==> config.mk <==
export PLATFORM = sky130hd
export DESIGN_NAME = alu_top
export DESIGN_NICKNAME = d
export VERILOG_FILES = /design/src/logic/alu_isa_pkg.sv /design/src/logic/alu_status_pkg.sv /design/src/logic/alu_arith.sv /design/src/logic/alu_shifter.sv /design/src/logic/alu_flag_reg.sv /design/src/logic/alu_top.sv
export SDC_FILE = /design/constraint.sdc
export NUM_CORES = 1
export LEC_CHECK = 0
export ABC_AREA = 0
export BUFFER_PORTS_ARGS = -buffer_cell sky130_fd_sc_hd__buf_4
export CORE_MARGIN = 2
export CORE_UTILIZATION = 30
export DETAILED_ROUTE_END_ITERATION = 16
export HOLD_SLACK_MARGIN = 0.1
export SETUP_SLACK_MARGIN = 0.02
export SLEW_MARGIN = 20
export SYNTH_ARGS = -nofsm -noshare
export SYNTH_HDL_FRONTEND = slang
export SYNTH_SLANG_ARGS = --single-unit
==> constraint.sdc <==
create_clock -name clk -period 5.9 [get_ports clk]
set_input_delay 0.295 -clock clk [delete_from_list [all_inputs] [get_ports clk]]
set_output_delay 0.295 -clock clk [all_outputs]
set_load 0.005 [all_outputs]
==> src/logic/alu_isa_pkg.sv <==
// Request side of the ALU: opcodes, operand widths and the request word.
// Operands are always 32 bits. Byte and word operations use the low bits only.
// For shifts b[3:0] holds the count and 0 stands for 16.
`default_nettype none

package alu_isa_pkg;

    typedef enum logic [4:0] {
        ALU_ADD,
        ALU_ADC,
        ALU_SUB,
        ALU_SBC,
        ALU_CP,
        ALU_AND,
        ALU_OR,
        ALU_XOR,
        ALU_SCF,
        ALU_RCF,
        ALU_CCF,
        ALU_ZCF,
        ALU_EXFF,
        ALU_RLC,
        ALU_RRC,
        ALU_RL,
        ALU_RR,
        ALU_SLA,
        ALU_SRA,
        ALU_SLL,
        ALU_SRL,
        ALU_NOP
    } alu_op_e;

    typedef enum logic [1:0] {
        W_BYTE = 2'd0,
        W_WORD = 2'd1,
        W_LONG = 2'd2
    } alu_width_e;

    typedef struct packed {
        alu_op_e     op;
        alu_width_e  width;
        logic [31:0] a;
        logic [31:0] b;     // shift count in [3:0]
    } alu_req_t;

    function automatic logic is_shift(input alu_op_e op);
        return op inside {ALU_RLC, ALU_RRC, ALU_RL, ALU_RR,
                          ALU_SLA, ALU_SRA, ALU_SLL, ALU_SRL};
    endfunction

endpackage

`default_nettype wire

==> src/logic/alu_status_pkg.sv <==
// Status side of the ALU: the flag word and the width-aware helpers that
// derive sign, zero and parity from a 32-bit value.
// Bits above the active width are ignored by all helpers.
`default_nettype none

package alu_status_pkg;

    typedef struct packed {
        logic s;
        logic z;
        logic h;
        logic v;    // overflow or even parity
        logic n;
        logic c;
    } alu_flags_t;

    function automatic logic width_sign(input logic [31:0] x,
                                        input alu_isa_pkg::alu_width_e w);
        case (w)
            alu_isa_pkg::W_BYTE: return x[7];
            alu_isa_pkg::W_WORD: return x[15];
            default:             return x[31];
        endcase
    endfunction

    function automatic logic width_zero(input logic [31:0] x,
                                        input alu_isa_pkg::alu_width_e w);
        case (w)
            alu_isa_pkg::W_BYTE: return x[7:0] == 8'd0;
            alu_isa_pkg::W_WORD: return x[15:0] == 16'd0;
            default:             return x == 32'd0;
        endcase
    endfunction

    function automatic logic width_even(input logic [31:0] x,
                                        input alu_isa_pkg::alu_width_e w);
        case (w)
            alu_isa_pkg::W_BYTE: return ~^x[7:0];
            alu_isa_pkg::W_WORD: return ~^x[15:0];
            default:             return ~^x;
        endcase
    endfunction

endpackage

`default_nettype wire

==> src/logic/alu_arith.sv <==
// Single-cycle part of the ALU, purely combinational.
// Add and subtract share one adder chain built from nibble, byte and word
// segments, with subtract done as a + ~b + ~borrow.
// Bits of result above the active width are zero.
// Shifts, EXFF and NOP pass the flags through untouched.
`timescale 1ns/1ps
`default_nettype none

module alu_arith (
    input  wire alu_isa_pkg::alu_req_t      req,
    input  wire alu_status_pkg::alu_flags_t flags_cur,
    output logic [31:0]                     result,
    output alu_status_pkg::alu_flags_t      flags_nxt
);

    import alu_isa_pkg::*;
    import alu_status_pkg::*;

    logic        is_sub;
    logic        cin;
    logic [31:0] bx;
    logic [31:0] sum;
    logic        c4;
    logic        c8;
    logic        c16;
    logic        c32;
    logic        cout;
    logic [32:0] ext_sum;
    logic [31:0] mask;
    logic [31:0] logic_r;

    function automatic logic [32:0] sext(input logic [31:0] x, input alu_width_e w);
        case (w)
            W_BYTE:  return {{25{x[7]}}, x[7:0]};
            W_WORD:  return {{17{x[15]}}, x[15:0]};
            default: return {x[31], x};
        endcase
    endfunction

    always_comb begin
        is_sub = req.op inside {ALU_SUB, ALU_SBC, ALU_CP};
        if (is_sub) begin
            cin = !(req.op == ALU_SBC && flags_cur.c);  // inverted borrow
        end else begin
            cin = req.op == ALU_ADC && flags_cur.c;
        end
        bx = is_sub ? ~req.b : req.b;

        {c4,  sum[3:0]}   = {1'b0, req.a[3:0]}   + {1'b0, bx[3:0]}   + {4'd0, cin};
        {c8,  sum[7:4]}   = {1'b0, req.a[7:4]}   + {1'b0, bx[7:4]}   + {4'd0, c4};
        {c16, sum[15:8]}  = {1'b0, req.a[15:8]}  + {1'b0, bx[15:8]}  + {8'd0, c8};
        {c32, sum[31:16]} = {1'b0, req.a[31:16]} + {1'b0, bx[31:16]} + {16'd0, c16};

        // sign-extended copy, bit 32 disagrees with the msb on overflow
        ext_sum = sext(req.a, req.width) + sext(bx, req.width) + {32'd0, cin};

        case (req.width)
            W_BYTE: begin
                cout = c8;
                mask = 32'h0000_00ff;
            end
            W_WORD: begin
                cout = c16;
                mask = 32'h0000_ffff;
            end
            default: begin
                cout = c32;
                mask = 32'hffff_ffff;
            end
        endcase

        case (req.op)
            ALU_AND: logic_r = req.a & req.b;
            ALU_OR:  logic_r = req.a | req.b;
            default: logic_r = req.a ^ req.b;
        endcase
    end

    always_comb begin
        result    = req.a;
        flags_nxt = flags_cur;
        case (req.op)
            ALU_ADD, ALU_ADC, ALU_SUB, ALU_SBC, ALU_CP: begin
                result      = sum & mask;   // CP result is dropped later
                flags_nxt.s = width_sign(sum, req.width);
                flags_nxt.z = width_zero(sum, req.width);
                flags_nxt.h = c4 ^ is_sub;
                flags_nxt.v = ext_sum[32] ^ width_sign(sum, req.width);
                flags_nxt.n = is_sub;
                flags_nxt.c = cout ^ is_sub;
            end
            ALU_AND, ALU_OR, ALU_XOR: begin
                result      = logic_r & mask;
                flags_nxt.s = width_sign(logic_r, req.width);
                flags_nxt.z = width_zero(logic_r, req.width);
                flags_nxt.h = req.op == ALU_AND;
                flags_nxt.v = width_even(logic_r, req.width);
                flags_nxt.n = 1'b0;
                flags_nxt.c = 1'b0;
            end
            ALU_SCF: begin
                flags_nxt.h = 1'b0;
                flags_nxt.n = 1'b0;
                flags_nxt.c = 1'b1;
            end
            ALU_RCF: begin
                flags_nxt.h = 1'b0;
                flags_nxt.n = 1'b0;
                flags_nxt.c = 1'b0;
            end
            ALU_CCF: begin
                flags_nxt.n = 1'b0;     // h kept
                flags_nxt.c = ~flags_cur.c;
            end
            ALU_ZCF: begin
                flags_nxt.n = 1'b0;
                flags_nxt.c = ~flags_cur.z;
            end
            default: ;
        endcase
    end

endmodule

`default_nettype wire

==> src/logic/alu_shifter.sv <==
// Shift and rotate engine, one bit per clock inside the active width.
// Loads a and the count on start. done is high in the cycle of the last
// step, and result and flags show the value after that step, so they are
// only meaningful while done is high.
// Bits above the active width are cleared on load and stay zero.
`timescale 1ns/1ps
`default_nettype none

module alu_shifter (
    input  wire                         clk,
    input  wire                         rst,
    input  wire                         start,
    input  wire alu_isa_pkg::alu_req_t  req,
    input  wire                         carry_in,
    output logic                        busy,
    output logic                        done,
    output logic [31:0]                 result,
    output alu_status_pkg::alu_flags_t  flags
);

    import alu_isa_pkg::*;
    import alu_status_pkg::*;

    logic [4:0]  cnt;
    logic [31:0] data;
    logic        c_q;
    alu_op_e     op_q;
    alu_width_e  width_q;
    logic [4:0]  msb;
    logic        lsb_in;
    logic        msb_in;
    logic [31:0] step_data;
    logic        step_c;

    function automatic logic [31:0] width_mask(input alu_width_e w);
        case (w)
            W_BYTE:  return 32'h0000_00ff;
            W_WORD:  return 32'h0000_ffff;
            default: return 32'hffff_ffff;
        endcase
    endfunction

    always_comb begin
        case (width_q)
            W_BYTE:  msb = 5'd7;
            W_WORD:  msb = 5'd15;
            default: msb = 5'd31;
        endcase

        case (op_q)
            ALU_RLC: lsb_in = data[msb];
            ALU_RL:  lsb_in = c_q;      // through carry
            default: lsb_in = 1'b0;
        endcase

        case (op_q)
            ALU_RRC: msb_in = data[0];
            ALU_RR:  msb_in = c_q;
            ALU_SRA: msb_in = data[msb];    // sign repeats
            default: msb_in = 1'b0;
        endcase

        if (op_q inside {ALU_RLC, ALU_RL, ALU_SLA, ALU_SLL}) begin
            step_c    = data[msb];
            step_data = {data[30:0], lsb_in} & width_mask(width_q);
        end else begin
            step_c         = data[0];
            step_data      = {1'b0, data[31:1]};
            step_data[msb] = msb_in;
        end
    end

    assign done   = busy && cnt == 5'd1;
    assign result = step_data;

    always_comb begin
        flags.s = width_sign(step_data, width_q);
        flags.z = width_zero(step_data, width_q);
        flags.h = 1'b0;
        flags.v = width_even(step_data, width_q);
        flags.n = 1'b0;
        flags.c = step_c;   // last bit out
    end

    always_ff @(posedge clk or posedge rst) begin
        if (rst) begin
            busy <= 1'b0;
            cnt  <= 5'd0;
        end else if (start) begin
            busy <= 1'b1;
            cnt  <= {req.b[3:0] == 4'd0, req.b[3:0]};  // 0 means 16
        end else if (busy) begin
            cnt <= cnt - 5'd1;
            if (cnt == 5'd1) begin
                busy <= 1'b0;
            end
        end
    end

    always_ff @(posedge clk) begin
        if (start) begin
            data    <= req.a & width_mask(req.width);
            c_q     <= carry_in;
            op_q    <= req.op;
            width_q <= req.width;
        end else if (busy) begin
            data <= step_data;
            c_q  <= step_c;
        end
    end

    // the issue logic upstream must hold new shifts off until this one ends
    a_start_idle: assert property (@(posedge clk) disable iff (rst) start |-> !busy);

endmodule

`default_nettype wire

==> src/logic/alu_flag_reg.sv <==
// Issue control plus the architectural result, flag and shadow flag registers.
// One request at a time: a request is taken when req_valid is high and busy
// is low, and the requester must not raise req_valid while busy is high.
// CP, the flag operations, EXFF and NOP leave result unchanged.
`timescale 1ns/1ps
`default_nettype none

module alu_flag_reg (
    input  wire                             clk,
    input  wire                             rst,
    input  wire                             req_valid,
    input  wire alu_isa_pkg::alu_req_t      req,
    input  wire [31:0]                      arith_result,
    input  wire alu_status_pkg::alu_flags_t arith_flags,
    input  wire                             shift_busy,
    input  wire                             shift_done,
    input  wire [31:0]                      shift_result,
    input  wire alu_status_pkg::alu_flags_t shift_flags,
    output logic                            busy,
    output logic                            shift_start,
    output alu_status_pkg::alu_flags_t      flags_cur,
    output logic                            rsp_valid,
    output logic [31:0]                     result
);

    import alu_isa_pkg::*;
    import alu_status_pkg::*;

    logic       accept;
    logic       req_shift;
    logic       single;
    logic       writes_result;
    alu_flags_t shadow;

    assign busy          = shift_busy;
    assign accept        = req_valid && !busy;
    assign req_shift     = is_shift(req.op);
    assign single        = accept && !req_shift;
    assign shift_start   = accept && req_shift;
    assign writes_result = req.op inside {ALU_ADD, ALU_ADC, ALU_SUB, ALU_SBC,
                                          ALU_AND, ALU_OR, ALU_XOR};

    always_ff @(posedge clk or posedge rst) begin
        if (rst) begin
            rsp_valid <= 1'b0;
            result    <= 32'd0;
            flags_cur <= '0;
            shadow    <= '0;
        end else begin
            rsp_valid <= single || shift_done;
            if (shift_done) begin
                result    <= shift_result;
                flags_cur <= shift_flags;
            end else if (single) begin
                if (writes_result) begin
                    result <= arith_result;
                end
                if (req.op == ALU_EXFF) begin
                    flags_cur <= shadow;    // swap F and F'
                    shadow    <= flags_cur;
                end else begin
                    flags_cur <= arith_flags;
                end
            end
        end
    end

    a_no_req_busy: assert property (@(posedge clk) disable iff (rst)
        busy |-> !req_valid);

    // the shift response lands the cycle after the shifter drops busy
    a_rsp_idle: assert property (@(posedge clk) disable iff (rst)
        rsp_valid |-> !busy);

endmodule

`default_nettype wire

==> src/logic/alu_top.sv <==
// Top level of the 32-bit ALU.
// Single-cycle operations answer one clock after acceptance. A shift by n
// holds busy for n cycles and answers n+1 clocks after acceptance.
// rsp_valid is a one-cycle pulse with no back-pressure.
`timescale 1ns/1ps
`default_nettype none

module alu_top (
    input  wire                         clk,
    input  wire                         rst,
    input  wire                         req_valid,
    input  wire alu_isa_pkg::alu_req_t  req,
    output logic                        busy,
    output logic                        rsp_valid,
    output logic [31:0]                 result,
    output alu_status_pkg::alu_flags_t  flags
);

    import alu_status_pkg::*;

    wire [31:0]      arith_result;
    wire alu_flags_t arith_flags;
    wire             shift_start;
    wire             shift_busy;
    wire             shift_done;
    wire [31:0]      shift_result;
    wire alu_flags_t shift_flags;

    alu_arith u_arith (
        .req       (req),
        .flags_cur (flags),
        .result    (arith_result),
        .flags_nxt (arith_flags)
    );

    alu_shifter u_shifter (
        .clk      (clk),
        .rst      (rst),
        .start    (shift_start),
        .req      (req),
        .carry_in (flags.c),
        .busy     (shift_busy),
        .done     (shift_done),
        .result   (shift_result),
        .flags    (shift_flags)
    );

    alu_flag_reg u_flag_reg (
        .clk          (clk),
        .rst          (rst),
        .req_valid    (req_valid),
        .req          (req),
        .arith_result (arith_result),
        .arith_flags  (arith_flags),
        .shift_busy   (shift_busy),
        .shift_done   (shift_done),
        .shift_result (shift_result),
        .shift_flags  (shift_flags),
        .busy         (busy),
        .shift_start  (shift_start),
        .flags_cur    (flags),
        .rsp_valid    (rsp_valid),
        .result       (result)
    );

endmodule

`default_nettype wire

[Yosys cells after proc, flatten, opt, wreduce, memory -nomap -nowiden]
Index checks and enable logic that the tools add are counted.
Word-level totals
  memory bits (writable): 0
  ROM bits: 0
  register bits: 91
  memories: 0
  input port bits: 74
  output and inout bits: 40
  word-level logic and storage cells: 175
  bits in latches: 0
Operators by class
  divide/modulo/power cells: 0
  mux-type cells: 49
  reduce and logical (&&, ||, !) cells: 49
  order comparisons: 2
  equality and inequality tests: 30
  add/subtract/negate cells: 11
  bitwise operators: 14
  shifts and indexed selects: 0
  multipliers: 0
Operators by type and width (number)
  32-bit two-way mux: 9
  32-bit one-hot mux with 2 select lines: 4
  32-bit bitwise AND: 5
  33-bit one-hot mux with 2 select lines: 2
  32-bit logical NOT: 3
  32-bit XNOR reduction: 2
  5-bit by 4-bit equality test with 1-bit output, second input constant: 11
  16-bit logical NOT: 3
  5-bit equality test, second input constant: 9
  33-bit by 1-bit adder with 33-bit output: 1
  33-bit adder: 1
  32-bit bitwise mux: 1
  32-bit inverter: 1
  32-bit OR: 1
  16-bit XNOR reduction: 2
  32-bit bitwise XOR: 1
  8-bit logical NOT: 3
  1-bit one-hot mux with 2 select lines: 11
  5-bit by 3-bit equality test with 1-bit output, second input constant: 4
  6-bit two-way mux: 3
  16-bit by 16-bit adder with 17-bit output: 1
  17-bit by 1-bit adder with 17-bit output: 1
  8-bit XNOR reduction: 2
  7-bit nonzero test: 2
  other kinds (37): 72

[Logic depth before layout (Yosys ltp)]
  depth in word-level cells: 15
  mapped depth: 33
  mapped depth without buffers: 30

[Hierarchy]
From an unflattened synthesis, not the netlist that was laid out.
Unflattened totals
  cell total of the unflattened synthesis: 1313
  area total of the unflattened synthesis: 10774.1 um^2
Modules (own cells, without submodules)
  alu_arith: instances 1, cells an instance 781, area each 5542.8 um^2, sequential area each 0.0 um^2
  alu_shifter: instances 1, cells an instance 324, area each 3017.9 um^2, sequential area each 1351.3 um^2
  alu_flag_reg: instances 1, cells an instance 208, area each 2213.4 um^2, sequential area each 1126.1 um^2

[Least setup slack after synthesis]
No wires, ideal clock.
  path kind: in2reg
  start point: input port req[66] (netlist bit)
  end point: register u_flag_reg.flags_cur[4] (netlist name)
  path buffers: 3
  slack: -1.214 ns
  arrival: 7.019 ns
  cell stages on the path: 33
  required time: 5.804 ns
  setup time: 0.096 ns
  cells stage by stage: buf_2 nor2_1 nand2_1 a21o_1 buf_2 buf_1 xnor2_1 fa_1 fa_1 nand2b_1 a21oi_1 inv_1 fa_1 fa_1 nor2b_1 o21ai_0 nand2b_1 fa_1 fa_1 a211oi_1 o21ai_0 a21o_1 a21o_1 fa_1 fa_1 a211oi_4 o211ai_2 a221oi_4 mux2i_1 and4bb_1 nand4_1 o31a_1 nor4_2
Between the ends
  longest elaborated chain between the ends: 14
  elaborated cells between the ends (all ways): 52
  those cells by class: add/sub: 8; eq/ne: 16; mux: 9; reduce/logical: 19
RTL lines
  from (decl): line alu_top.sv:12  | input wire alu_isa_pkg::alu_req_t req,
  5-bit by 2-bit equality test with 1-bit output (tied with other cells): line alu_arith.sv:41, alu_arith.sv:82
  3-bit nonzero test or 1-bit logical AND (tied branches): line alu_arith.sv:41, alu_arith.sv:43
  32-bit two-way mux or 1-bit logical NOT (tied branches): line alu_arith.sv:47, alu_arith.sv:43
  4-bit by 4-bit adder with 5-bit output or 1-bit two-way mux (tied branches): line alu_arith.sv:49, alu_arith.sv:42
  5-bit by 1-bit adder with 5-bit output: line alu_arith.sv:49  | {c4, sum[3:0]} = {1'b0, req.a[3:0]} + {1'b0, bx[3:0]} + {4'd0, cin};
  5-bit by 1-bit adder with 5-bit output: line alu_arith.sv:50  | {c8, sum[7:4]} = {1'b0, req.a[7:4]} + {1'b0, bx[7:4]} + {4'd0, c4};
  9-bit by 1-bit adder with 9-bit output: line alu_arith.sv:51  | {c16, sum[15:8]} = {1'b0, req.a[15:8]} + {1'b0, bx[15:8]} + {8'd0, c8};
  17-bit by 1-bit adder with 17-bit output: line alu_arith.sv:52  | {c32, sum[31:16]} = {1'b0, req.a[31:16]} + {1'b0, bx[31:16]} + {16'd0, c16};
  32-bit logical NOT: line alu_status_pkg.sv:31  | default: return x == 32'd0;
  1-bit one-hot mux with 2 select lines: line alu_status_pkg.sv:28  | case (w)
  2-bit one-hot mux with 2 select lines: line alu_arith.sv:82  | case (req.op)
  6-bit two-way mux: line alu_flag_reg.sv:58  | if (req.op == ALU_EXFF) begin
  6-bit two-way mux: line alu_flag_reg.sv:54  | end else if (single) begin
  6-bit two-way mux: line alu_flag_reg.sv:51  | if (shift_done) begin
Several ways; a longest one is shown, not always the timed one. The select of a mux whose other input is x is not followed.
A chain may end at the register's enable or synchronous reset.

[Final worst setup path]
  start point: register u_flag_reg.flags_cur[0] (netlist name)
  end point: register u_flag_reg.flags_cur[4] (netlist name)
Between the ends
  longest elaborated chain between the ends: 13
  elaborated cells between the ends (all ways): 16
  those cells by class: add/sub: 4; mux: 6; reduce/logical: 6
RTL lines
  1-bit logical AND: line alu_arith.sv:43  | cin = !(req.op == ALU_SBC && flags_cur.c);
  1-bit logical NOT: line alu_arith.sv:43
  1-bit two-way mux (*): line alu_arith.sv:42  | if (is_sub) begin
  5-bit by 1-bit adder with 5-bit output (*): line alu_arith.sv:49
  5-bit by 1-bit adder with 5-bit output: line alu_arith.sv:50
  9-bit by 1-bit adder with 9-bit output: line alu_arith.sv:51
  17-bit by 1-bit adder with 17-bit output: line alu_arith.sv:52
  32-bit logical NOT: line alu_status_pkg.sv:31
  1-bit one-hot mux with 2 select lines (*): line alu_status_pkg.sv:28
  2-bit one-hot mux with 2 select lines (*): line alu_arith.sv:82
  6-bit two-way mux (*): line alu_flag_reg.sv:58
  6-bit two-way mux (*): line alu_flag_reg.sv:54
  6-bit two-way mux (*): line alu_flag_reg.sv:51
Every way passes the cells marked *; elsewhere a longest branch is shown, timed or not. The select of a mux whose other input is x is not followed.

==> reports/metrics.cfg <==
[yosys]
synthTopCellsByCount=ha_1 (151), nor2_1 (150), a21oi_1 (148), nand2_1 (97), inv_1 (90)
synth-main-ff-cell=dfrtp_1
synth_xor_xnor_area_share_pct=7.32
synth_warnings=0
yosysTopAreaCell=ha_1
synthSimpleGateAreaFrac_pct=15.2
netlist-cell-type-count=77
synth_edf_count=40
ys_seq_area_share_pct=23.8
synth_seq_cells=91
synth-adder-area-share_pct=19.7
async_flop_share_pct=56.0
synth_area_leaders=ha_1 (18%), dfrtp_1 (12%), edfxtp_1 (12%)
synth_area_um2=10400
synth.most_common_cell=ha_1
syn_nets=1495
synth_top_family_by_area=compound AO/OA/AOI/OAI gates
synth_top_area_share_pct=18.1
syn_avg_cell_area_um2=8.26
synthCells=1262
muxShareOfSynthArea_pct=4.31
synth_compound_area_share_pct=23.5

[routing]
post_drt_wl_per_cell_um=19.7
dr.pass1.iters=5
route.detailed.drc=0
wl_mm=36.6
first_iter_violations=724
vias=10100
ant_nets=0
vias_per_cell=5.44

[pwr]
power.leakage_nw=5.80
power.density_nw_per_um2=341
ir_drop_uv=163
power_w=0.00437

[timing]
skew_ps=11.5
maxSlewHeadroom_pct=34.0
max_freq_mhz=158
drv_slew=0
setup_viol=13
hold_viol=0
fin_crit_sh_pct=107
fin_crit_ps=6310
rsz0062_at_grt=true
layout_setup_ws_ps=-413
timing_worst_slew_pin_value_ps=987

[setup_path]
crit_buf_inv=1
reg2reg_setup_slack_ps=-410
start_kind=flip-flop
critPathKind=flip-flop to flip-flop
r2r_cells=30
cp_data_required_time_ps=6170
arrival_ps=6580
slowest_stage=fa_2
worstReg2RegEnd=u_flag_reg.flags_cur[4]
end_kind=flip-flop
crit_top_cell=fa_2
timing.rr.start=u_flag_reg.flags_cur[0]
max_stage_delay_ps=430
path_delay_family=adder cells
crit_path_max_fanout=3

[die]
start_util_pct=30.3
num_rows=68
die_area_um2=36200
ioPinCount=114
die_width_um=190
core_um2=34400
die_h_um=190

[global_routing]
grt_pass1_vias=9834
grt_max_degree=61
grt-ovfl-total=0
antenna_found_initial=1
grt_pass1_wl_mm=56.0
grt_usage_pct=19.9

[clock_network]
clock-root-buffer=clkbuf_16
htree_levels=3
clkTransAtPathRegs_ps=70
cts_sinks=91
clock_latency_ps=350
clock_tree.buffer_depth=2
numCtsBuffers=9
hold_buffers=0
cts_tree=built

[outcome]
violations=setup timing
status=complete, but fails checks

[placed_design]
place_area_um2=12200
gp_congestion=0.903
port_buffers=113
hpwl_mm=28.9

[finish]
design_area_um2=12800
fin_util_pct=37.3
syn_to_final_growth_pct=23.1
drive_gt1_share_pct=22.5
nNetsFinal=1634
diodes=0

[job]
drv_cap=0

[hold_path]
hp-class=input port to asynchronous set/reset pin

==> kinds of logic after synthesis <==
family | count (synthesis)
compound gates | 376
buf+inv | 162
xor+xnor | 84
fa+ha+maj | 159
flops | 91
simple gates | 348
mux | 42
==> flip-flops by register name (all words and copies together), names as in the netlist <==
name	count
u_shifter.cnt	5
u_shifter.c_q	1
u_shifter.busy	1
u_flag_reg.flags_cur	6
u_flag_reg.rsp_valid	1
u_shifter.width_q	2
u_shifter.op_q	5
u_shifter.data	32
u_flag_reg.result	32
u_flag_reg.shadow	6
==> what timing repair did <==
action,CTS,global route
endpoints found under the setup margin,16,19
buffers inserted,6,8
pin swaps,32,23
gates resized for setup,19,37
hold endpoints to repair,0,0
==> through the flow <==
step / std cells / hold WS, ps / setup slack [ps] / setup TNS [ps]
finish: 1861 / 132 / -413 / -2300
CTS: 1854 / 172 / -351 / -1630
floorplan: 1262 / 394 / -547 / -2050
global route: 1861 / 208 / -757 / -7580
global placement: 1832 / 482 / -593 / -5620
detailed placement: 1832 / 485 / -725 / -7890
==> power breakdown <==
| part | internal [W] | leakage (nW) | total (W) | switching (W) |
|---|---|---|---|---|
| Clock | 0.000334 | 0.145 | 0.000582 | 0.000248 |
| Combinational | 0.00125 | 4.65 | 0.00256 | 0.00131 |
| Sequential | 0.00101 | 1.01 | 0.00123 | 0.000215 |
| Total | 0.00260 | 5.80 | 0.00437 | 0.00177 |
==> worst max-delay path by stage <==
stage | startpoint | endpoint | slack [ps] | cells past startpoint
after CTS | u_flag_reg.flags_cur[0] | u_flag_reg.flags_cur[4] | -350 | 30
after global placement | req[70] | u_flag_reg.flags_cur[4] | -590 | 30
after floorplan | req[70] | u_flag_reg.flags_cur[4] | -550 | 32
final | u_flag_reg.flags_cur[0] | u_flag_reg.flags_cur[4] | -410 | 30
after detailed placement | req[70] | u_flag_reg.flags_cur[4] | -730 | 30
after global routing | u_flag_reg.flags_cur[0] | u_flag_reg.flags_cur[4] | -760 | 30
==> layout by cell type, fill, tap and decap left out, types with 42 or more instances in the layout <==
cell      Yosys  final
buf_4         1    197
ha_1        151    151
nor2_1      150    148
a21oi_1     148    138
nand2_1      97     95
inv_1        90     88
xnor2_1      67     64
o21ai_0      68     57
dfrtp_1      51     51
a221oi_1     51     42
==> worst min-delay path, stage by stage <==
cell and delay (ps):
buf_4 110, inv_2 30, buf_4 540
==> routing by layer <==
layer | track usage, % | part of all wire (%)
met3 | 1.53 | 5.6
met4 | 7.48 | 3.0
met2 | 31.9 | 46
met5 | 0 | 0
met1 | 27.8 | 45
==> cell type report <==
type | instances | area, um^2
Fill cell | 3533 | 21500
Multi-Input combinational cell | 1009 | 7640
Sequential cell | 91 | 2480
Timing Repair Buffer | 199 | 1500
Tap cell | 455 | 569
Inverter | 91 | 342
Clock buffer | 13 | 282
Clock inverter | 3 | 20.0
Note: power is estimated with default switching activity, not from simulation.
